### src/design/pmp_config.svh
// PALEN is fixed at 32; PMP_ENTRIES must be a multiple of 4 no larger than 32
`ifndef PMP_CONFIG_SVH
`define PMP_CONFIG_SVH

// implemented entries, the rest of the 32 architectural entries read as zero
`define PMP_ENTRIES      8
`define PMP_GRANULARITY  16
`define PMP_G            ($clog2(`PMP_GRANULARITY) - 2)
`define PMP_PALEN        32

// architectural CSR map
`define PMP_CFG_BASE     12'h3A0
`define PMP_ADDR_BASE    12'h3B0
`define PMP_CFG_CSRS     8
`define PMP_ADDR_CSRS    32

// fields of a configuration byte, bits 6:5 are reserved
`define PMPCFG_L         7
`define PMPCFG_A_MSB     4
`define PMPCFG_A_LSB     3
`define PMPCFG_X         2
`define PMPCFG_W         1
`define PMPCFG_R         0

// address matching modes in the A field
`define PMP_A_OFF        2'b00
`define PMP_A_TOR        2'b01
`define PMP_A_NA4        2'b10
`define PMP_A_NAPOT      2'b11

`define PRIV_MACHINE     2'b11

`endif

### src/design/pmp_pkg.sv
// types shared by the PMP CSR blocks; the address word width follows PMP_PALEN
`include "pmp_config.svh"

package pmp_pkg;

    // CSR bus
    typedef logic [11:0] csr_addr_t;
    typedef logic [31:0] csr_data_t;

    // current privilege level of the hart
    typedef logic [1:0] priv_t;

    // A field of a configuration byte
    typedef logic [1:0] pmp_mode_t;

    // one configuration byte as stored and exported
    typedef logic [7:0] pmp_cfg_t;

    // stored address word holds physical address bits PALEN-1:2
    typedef logic [`PMP_PALEN-3:0] pmp_addr_t;

endpackage

### src/design/pmp_csr_decode.sv
// write qualification is purely combinational and assumes a single-cycle write strobe
`timescale 1ns/1ps
`include "pmp_config.svh"

module pmp_csr_decode (
    input  logic                                 csr_pmp_we,
    input  pmp_pkg::csr_addr_t                   csr_pmp_waddr,
    input  pmp_pkg::csr_data_t                   csr_pmp_wdata,
    input  pmp_pkg::priv_t                       csr_cur_privilege,
    input  pmp_pkg::pmp_cfg_t [`PMP_ENTRIES-1:0] entry_cfg,
    output logic [`PMP_ENTRIES-1:0]              cfg_we,
    output logic [`PMP_ENTRIES-1:0]              addr_we,
    output pmp_pkg::pmp_cfg_t [`PMP_ENTRIES-1:0] cfg_wdata
);
    import pmp_pkg::*;

    logic                    wr_allowed;
    logic [`PMP_ENTRIES-1:0] entry_locked;
    logic [`PMP_ENTRIES-1:0] tor_locked;

    // only machine mode may touch the PMP registers
    assign wr_allowed = csr_pmp_we && (csr_cur_privilege == `PRIV_MACHINE);

    for (genvar i = 0; i < `PMP_ENTRIES; i++) begin : gen_entry
        // four entries share one cfg CSR, each addr CSR belongs to one entry
        localparam csr_addr_t CFG_CSR  = csr_addr_t'(`PMP_CFG_BASE + i / 4);
        localparam csr_addr_t ADDR_CSR = csr_addr_t'(`PMP_ADDR_BASE + i);

        pmp_cfg_t  lane;
        pmp_mode_t lane_mode;
        logic      next_tor_locked;

        assign entry_locked[i] = entry_cfg[i][`PMPCFG_L];
        assign tor_locked[i]   = entry_cfg[i][`PMPCFG_L] &&
                                 (entry_cfg[i][`PMPCFG_A_MSB:`PMPCFG_A_LSB] == `PMP_A_TOR);

        // a locked TOR entry also protects the address word just below it
        if (i < `PMP_ENTRIES - 1) begin : gen_next
            assign next_tor_locked = tor_locked[i + 1];
        end else begin : gen_last
            assign next_tor_locked = 1'b0;
        end

        assign cfg_we[i]  = wr_allowed && (csr_pmp_waddr == CFG_CSR) && !entry_locked[i];
        assign addr_we[i] = wr_allowed && (csr_pmp_waddr == ADDR_CSR) && !entry_locked[i] &&
                            !next_tor_locked;

        // byte lane of this entry within its cfg CSR
        assign lane = csr_pmp_wdata[8 * (i % 4) +: 8];

        // NA4 is not supported at this granularity and is stored as OFF
        assign lane_mode = (lane[`PMPCFG_A_MSB:`PMPCFG_A_LSB] == `PMP_A_NA4) ?
                           `PMP_A_OFF : lane[`PMPCFG_A_MSB:`PMPCFG_A_LSB];

        assign cfg_wdata[i] = {
            lane[`PMPCFG_L],
            2'b00,
            lane_mode,
            lane[`PMPCFG_X],
            lane[`PMPCFG_W],
            lane[`PMPCFG_R]
        };
    end

endmodule

### src/design/pmp_entry_regs.sv
// entry registers reset to zero and load one cycle after their enable; no write priority needed
`timescale 1ns/1ps
`include "pmp_config.svh"

module pmp_entry_regs (
    input  logic                                  core_clk,
    input  logic                                  core_reset_n,
    input  logic [`PMP_ENTRIES-1:0]               cfg_we,
    input  logic [`PMP_ENTRIES-1:0]               addr_we,
    input  pmp_pkg::pmp_cfg_t  [`PMP_ENTRIES-1:0] cfg_wdata,
    input  pmp_pkg::csr_data_t                    csr_pmp_wdata,
    output pmp_pkg::pmp_cfg_t  [`PMP_ENTRIES-1:0] entry_cfg,
    output pmp_pkg::pmp_addr_t [`PMP_ENTRIES-1:0] entry_addr,
    output logic                                  pmp_we
);
    import pmp_pkg::*;

    pmp_addr_t addr_wdata;
    logic      any_we;

    // the CSR carries physical address bits PALEN-1:2 in its low bits
    assign addr_wdata = csr_pmp_wdata[`PMP_PALEN-3:0];

    assign any_we = (|cfg_we) || (|addr_we);

    always_ff @(posedge core_clk or negedge core_reset_n) begin
        if (!core_reset_n) begin
            entry_cfg  <= '0;
            entry_addr <= '0;
        end else begin
            for (int i = 0; i < `PMP_ENTRIES; i++) begin
                if (cfg_we[i]) begin
                    entry_cfg[i] <= cfg_wdata[i];
                end
                if (addr_we[i]) begin
                    entry_addr[i] <= addr_wdata;
                end
            end
        end
    end

    // pulse for the checker stage, high for the cycle after each accepted write
    always_ff @(posedge core_clk or negedge core_reset_n) begin
        if (!core_reset_n) begin
            pmp_we <= 1'b0;
        end else begin
            pmp_we <= any_we;
        end
    end

endmodule

### src/design/pmp_csr_read.sv
// reads are combinational over all 40 PMP CSRs; other addresses give hit low and zero data
`timescale 1ns/1ps
`include "pmp_config.svh"

module pmp_csr_read (
    input  pmp_pkg::csr_addr_t                    raddr0,
    input  pmp_pkg::csr_addr_t                    raddr1,
    input  pmp_pkg::pmp_cfg_t  [`PMP_ENTRIES-1:0] entry_cfg,
    input  pmp_pkg::pmp_addr_t [`PMP_ENTRIES-1:0] entry_addr,
    output logic                                  hit0,
    output logic                                  hit1,
    output pmp_pkg::csr_data_t                    rdata0,
    output pmp_pkg::csr_data_t                    rdata1
);
    import pmp_pkg::*;

    localparam int CFG_IDX_W  = $clog2(`PMP_CFG_CSRS);
    localparam int ADDR_IDX_W = $clog2(`PMP_ADDR_CSRS);

    // every architectural entry, unimplemented ones held at zero
    pmp_cfg_t  [4*`PMP_CFG_CSRS-1:0] cfg_all;
    csr_data_t [`PMP_ADDR_CSRS-1:0]  word_all;

    // granularity rule on the low PMP_G bits of an address read
    function automatic csr_data_t shape_addr(pmp_cfg_t cfg, pmp_addr_t addr);
        csr_data_t word;
        pmp_mode_t mode;
        word = csr_data_t'(addr);
        mode = cfg[`PMPCFG_A_MSB:`PMPCFG_A_LSB];
        if (mode == `PMP_A_NAPOT) begin
            // only bit G-1 keeps its stored value in NAPOT mode
            for (int b = 0; b < `PMP_G - 1; b++) begin
                word[b] = 1'b1;
            end
        end else begin
            for (int b = 0; b < `PMP_G; b++) begin
                word[b] = 1'b0;
            end
        end
        return word;
    endfunction

    function automatic logic csr_hit(csr_addr_t addr);
        csr_addr_t cfg_off;
        csr_addr_t addr_off;
        cfg_off  = addr - `PMP_CFG_BASE;
        addr_off = addr - `PMP_ADDR_BASE;
        return (cfg_off < csr_addr_t'(`PMP_CFG_CSRS)) ||
               (addr_off < csr_addr_t'(`PMP_ADDR_CSRS));
    endfunction

    function automatic csr_data_t read_csr(csr_addr_t                       addr,
                                           pmp_cfg_t [4*`PMP_CFG_CSRS-1:0] cfgs,
                                           csr_data_t [`PMP_ADDR_CSRS-1:0] words);
        csr_addr_t cfg_off;
        csr_addr_t addr_off;
        csr_data_t data;
        // addresses below a base wrap to large offsets and fall out of range
        cfg_off  = addr - `PMP_CFG_BASE;
        addr_off = addr - `PMP_ADDR_BASE;
        data     = '0;
        if (cfg_off < csr_addr_t'(`PMP_CFG_CSRS)) begin
            // lowest entry of the group lands in the lowest byte
            data = cfgs[4 * cfg_off[CFG_IDX_W-1:0] +: 4];
        end else if (addr_off < csr_addr_t'(`PMP_ADDR_CSRS)) begin
            data = words[addr_off[ADDR_IDX_W-1:0]];
        end
        return data;
    endfunction

    always_comb begin
        cfg_all  = '0;
        word_all = '0;
        for (int i = 0; i < `PMP_ENTRIES; i++) begin
            cfg_all[i]  = entry_cfg[i];
            word_all[i] = shape_addr(entry_cfg[i], entry_addr[i]);
        end
    end

    assign hit0   = csr_hit(raddr0);
    assign hit1   = csr_hit(raddr1);
    assign rdata0 = read_csr(raddr0, cfg_all, word_all);
    assign rdata1 = read_csr(raddr1, cfg_all, word_all);

endmodule

### src/design/pmp_csr.sv
// PMP CSR file with one write port and two zero-latency read ports; writes show one cycle later
`timescale 1ns/1ps
`include "pmp_config.svh"

module pmp_csr (
    input  logic                                  core_clk,
    input  logic                                  core_reset_n,
    input  pmp_pkg::priv_t                        csr_cur_privilege,
    input  logic                                  csr_pmp_we,
    input  pmp_pkg::csr_addr_t                    csr_pmp_waddr,
    input  pmp_pkg::csr_data_t                    csr_pmp_wdata,
    input  pmp_pkg::csr_addr_t                    csr_pmp_raddr0,
    input  pmp_pkg::csr_addr_t                    csr_pmp_raddr1,
    output logic                                  pmp_csr_hit0,
    output logic                                  pmp_csr_hit1,
    output pmp_pkg::csr_data_t                    pmp_csr_rdata0,
    output pmp_pkg::csr_data_t                    pmp_csr_rdata1,
    output logic                                  pmp_we,
    output pmp_pkg::pmp_cfg_t  [`PMP_ENTRIES-1:0] entry_cfg,
    output pmp_pkg::pmp_addr_t [`PMP_ENTRIES-1:0] entry_addr
);
    import pmp_pkg::*;

    logic     [`PMP_ENTRIES-1:0] cfg_we;
    logic     [`PMP_ENTRIES-1:0] addr_we;
    pmp_cfg_t [`PMP_ENTRIES-1:0] cfg_wdata;

    // lock checks look at the current register contents
    pmp_csr_decode decode_i (
        .csr_pmp_we        (csr_pmp_we),
        .csr_pmp_waddr     (csr_pmp_waddr),
        .csr_pmp_wdata     (csr_pmp_wdata),
        .csr_cur_privilege (csr_cur_privilege),
        .entry_cfg         (entry_cfg),
        .cfg_we            (cfg_we),
        .addr_we           (addr_we),
        .cfg_wdata         (cfg_wdata)
    );

    pmp_entry_regs regs_i (
        .core_clk      (core_clk),
        .core_reset_n  (core_reset_n),
        .cfg_we        (cfg_we),
        .addr_we       (addr_we),
        .cfg_wdata     (cfg_wdata),
        .csr_pmp_wdata (csr_pmp_wdata),
        .entry_cfg     (entry_cfg),
        .entry_addr    (entry_addr),
        .pmp_we        (pmp_we)
    );

    pmp_csr_read read_i (
        .raddr0     (csr_pmp_raddr0),
        .raddr1     (csr_pmp_raddr1),
        .entry_cfg  (entry_cfg),
        .entry_addr (entry_addr),
        .hit0       (pmp_csr_hit0),
        .hit1       (pmp_csr_hit1),
        .rdata0     (pmp_csr_rdata0),
        .rdata1     (pmp_csr_rdata1)
    );

endmodule

### config.mk
export PLATFORM = sky130hd
export DESIGN_NAME = pmp_csr
export DESIGN_NICKNAME = d
export VERILOG_FILES = /design/src/design/pmp_pkg.sv /design/src/design/pmp_csr_decode.sv /design/src/design/pmp_entry_regs.sv /design/src/design/pmp_csr_read.sv /design/src/design/pmp_csr.sv
export VERILOG_INCLUDE_DIRS = /design/src /design/src/design
export SDC_FILE = /design/constraint.sdc
export NUM_CORES = 1
export LEC_CHECK = 0
export BUFFER_PORTS_ARGS = -buffer_cell sky130_fd_sc_hd__buf_2
export CELL_PAD_IN_SITES_DETAIL_PLACEMENT = 0
export CELL_PAD_IN_SITES_GLOBAL_PLACEMENT = 2
export CORE_ASPECT_RATIO = 1.1
export CORE_MARGIN = 2
export CORE_UTILIZATION = 38
export CTS_CLUSTER_DIAMETER = 30
export DETAILED_ROUTE_END_ITERATION = 10
export PLACE_DENSITY_LB_ADDON = 0.1
export SYNTH_ARGS = -nofsm -noshare
export SYNTH_HDL_FRONTEND = slang
export SYNTH_SLANG_ARGS = --single-unit
export TNS_END_PERCENT = 5
### constraint.sdc
create_clock -name core_clk -period 3.4 [get_ports core_clk]
set_input_delay 0.17 -clock core_clk [delete_from_list [all_inputs] [get_ports core_clk]]
set_output_delay 0.17 -clock core_clk [all_outputs]
set_load 0.02 [all_outputs]
==> Flow_metrics.wiki <==
{| class="wikitable"
! Metric !! Value
|-
| Final Util || 0.528
|-
| Buffer depth of the longest clock path || 3
|-
| Delay of the slowest cell on the worst path || a little over 0.8 ns
|-
| Final net count || between 1500 and 2000
|-
| Element type at the critical path start || primary input
|-
| Routed wire length || around 60000 microns
|-
| Routed vias || approximately 13000
|-
| Commonest cells after routing, fill and taps aside || 419 x sky130_fd_sc_hd__buf_2, 289 x sky130_fd_sc_hd__dfrtp_1, 251 x sky130_fd_sc_hd__mux2_2, 116 x sky130_fd_sc_hd__mux4_2, 104 x sky130_fd_sc_hd__mux2i_1
|-
| Number of global-route vias before repair || about 13000
|-
| Most repeated library cell on the critical path || sky130_fd_sc_hd__buf_2
|-
| Share of async-settable or async-resettable flops after synthesis || 1.00
|-
| Wire length of the first global-routing pass || approximately 87000 microns
|-
| Clock tree root driver cell || sky130_fd_sc_hd__clkbuf_16
|-
| Initial antenna violation count || 0
|-
| Final setup viols || 0
|-
| Pins Over Slew Limit || 0
|-
| Post-synth cell types || between 50 and 60
|-
| CTS tree || yes
|-
| Drt first pass iters || 5
|-
| F_max || 350 MHz
|-
| Cell row count || ~80
|-
| Final design area excluding fillers || roughly 22000 sq um
|-
| Number of enable flip-flop cells after synthesis || 0
|-
| Max Cap Violations || 0
|-
| Global routing usage summed across all routing layers || 0.273
|-
| Cell total after placement || roughly 2100
|-
| Commonest non-fill, non-tap cell in the layout || sky130_fd_sc_hd__buf_2
|-
| R2r worst-path depth || 4
|-
| Critical Path End Type || output pin
|-
| Crit-path slowest cell || sky130_fd_sc_hd__or3_2
|-
| Result of the run || finished clean
|-
| Area grow syn2layout || 36.4%
|-
| Power Dens Cells || 538 nW/um^2
|-
| Final period util || 0.841
|-
| Unrepaired setup endpoints after global routing || false
|-
| Via density per instance || about 5.5
|-
| Die Span X || about 200 microns
|-
| Worst hold stages || 3
|-
| Top fanout value on the critical path || 24
|-
| Setup Total Neg Slack || 0 ns
|-
| Warnings from Yosys || 0
|-
| Antenna-violating nets left || 0
|-
| Total power || approximately 12 mW
|-
| Placed inst area || roughly 19000 sq um
|-
| Worst relative slew slack || 0.381
|-
| Avg WL per Cell || about 26 microns
|-
| Setup CP Type || in2out
|-
| Remaining design rule violation count || 0
|-
| Transition time of the tightest slew-check pin || just over 0.9 ns
|-
| Synthesized flop and latch total || 289
|-
| TritonCTS buffer count || between 70 and 80
|-
| DP Worst Slack || 0.563 ns
|-
| Core ar. || 41500 sq um
|-
| Largest delay contributor family on the critical path || simple AND/OR/NAND/NOR gates
|-
| Leakage || around 11 nW
|-
| CP Cell Sequence || buf_2, inv_1, ha_1, or4b_1, a21oi_1, o21ai_0, or3_2, o22ai_1, buf_2
|-
| Congestion Overflow GR || 0
|-
| Final weighted congestion of routability-driven global placement || roughly 0.79
|-
| DPL Wire Length || around 40000 microns
|-
| CTS H-Tree Depth || 3
|-
| WP depth || 9
|-
| Hold WC Path Type || in2reg
|-
| Syn Std Cell Area || 16000 sq um
|-
| Worst-case clock skew || 0.0187 ns
|-
| Clock Pin Slew Worst Setup and Hold Paths || roughly 0.040 ns
|-
| Number of setup buffers added after CTS || 0
|-
| Post-synthesis instance total || 1200
|-
| Register area share after synthesis || 0.451
|-
| Final critical path time including I/O delays and setup || around 2.9 ns
|-
| Final hold violation count || 0
|-
| Setup WS post-layout || between 0.5 and 0.6 ns
|-
| Pin count of the biggest net entering global routing || just over 100
|-
| Violation count after the first detailed-route iteration || 723
|-
| Worst Hold Margin || roughly 0.12 ns
|-
| Critical path buffer and inverter count || 3
|-
| IO Port Bufs || between 400 and 500
|-
| Initial core utilization || 0.387
|-
| Ratio of cells with drive above 1 in the final layout || 0.566
|-
| Data required, critical path || 3.23 ns
|-
| Latest clock arrival within the worst-skew pair || just under 0.6 ns
|-
| Arrival time of data at the critical path endpoint || 2.69 ns
|-
| Peak ir drop on the vdd network || 387 uV
|-
| Die H || ~220 microns
|-
| Number of standard cells in the layout, taps in and fillers out || about 2300
|-
| Total number of clock tree sinks || 289
|-
| Total Die Area || ~44000 sq um
|-
| I/O pin count || 444
|-
| Mean cell area of the mapped netlist || between 10 and 15 sq um
|-
| Most used flip-flop cell after synthesis || sky130_fd_sc_hd__dfrtp_1
|}
[registers in the layout (all words and copies together) (netlist names)]
| signal | flops |
|---|---|
| regs_i.entry_addr | 240 |
| regs_i.entry_cfg | 48 |
| regs_i.pmp_we | 1 |
[area by class of cell]
type,count,area [sq um]
inverter,13,48.8
tap,560,701
sequential,289,7230
timing repair buffer,488,2810
fill,3677,19600
clock inverter,33,586
multi-input combinational,795,8290
antenna,1,2.50
clock buffer,106,2220
[power by group]
group	switching (mW)	internal (mW)	total, mW
clock	2.15	5.65	7.80
sequential	0.00516	3.46	3.46
combinational	0.334	0.182	0.516
total	2.49	9.29	11.8
[what timing repair did]
item | 4_1_cts | 5_1_grt
gates resized for setup | 0 | 0
setup endpoints to repair | 0 | 0
endpoints found under the hold margin | 324 | 0
hold buffers | 32 | 0
[logic make-up after synthesis]
kind of cell | after synthesis | share of synthesized area
muxes | 471 | 0.404
AOI/OAI and AO/OA | 88 | 0.0379
buffers and inverters | 133 | 0.0386
DFF | 289 | 0.451
and+or+nand+nor | 210 | 0.0627
adders and majority gates | 8 | 0.00624
other | 1 | 0.000234
[worst reg2reg max path: stages (launching register included)]
cell	delay [ns]
sky130_fd_sc_hd__dfrtp_1	0.54
sky130_fd_sc_hd__a311oi_1	0.42
sky130_fd_sc_hd__and2_2	0.61
sky130_fd_sc_hd__buf_12	0.28
sky130_fd_sc_hd__mux2_2	0.37
[path summary, 6_finish.rpt]
| path | from | to | slack [ns] |
|---|---|---|---|
| setup / recovery | csr_pmp_raddr1[5] | pmp_csr_rdata1[19] | 0.54 |
| hold / removal | csr_pmp_waddr[0] | regs_i.entry_cfg[15] | 0.12 |
| setup reg to reg | regs_i.entry_cfg[47] | regs_i.entry_addr[166] | 1.05 |
| hold reg to reg | regs_i.entry_addr[0] | regs_i.entry_addr[0] | 0.50 |
| max in group asynchronous | core_reset_n | regs_i.entry_addr[228] | 2.23 |
| min in group asynchronous | core_reset_n | regs_i.entry_addr[116] | 0.26 |
[Yosys cell counts (11+ instances only)]
cell	n	share of area
sky130_fd_sc_hd__buf_2	27	0.0084
sky130_fd_sc_hd__mux2_2	251	0.18
sky130_fd_sc_hd__nand2_1	102	0.024
sky130_fd_sc_hd__clkbuf_1	59	0.014
sky130_fd_sc_hd__buf_1	11	0.0026
sky130_fd_sc_hd__mux4_2	116	0.16
sky130_fd_sc_hd__o22ai_1	44	0.017
sky130_fd_sc_hd__a21oi_1	11	0.0034
sky130_fd_sc_hd__inv_1	13	0.0030
sky130_fd_sc_hd__buf_4	18	0.0084
sky130_fd_sc_hd__dfrtp_1	289	0.45
sky130_fd_sc_hd__mux2i_1	104	0.065
sky130_fd_sc_hd__nor2_1	35	0.0082
[metal layers]
| metal | GRT usage | share of wire | wire length [microns] | vias up |
|---|---|---|---|---|
| met1 | 0.352 | 0.42 | 25300 | 6637 |
| li1 | - | - | - | 5453 |
| met3 | 0.0634 | 0.063 | 3780 | 84 |
| met2 | 0.455 | 0.49 | 29500 | 428 |
| met5 | 0 | 0 | 0 | - |
| met4 | 0.0852 | 0.023 | 1350 | 0 |
Note: power is estimated with default switching activity, not from simulation.
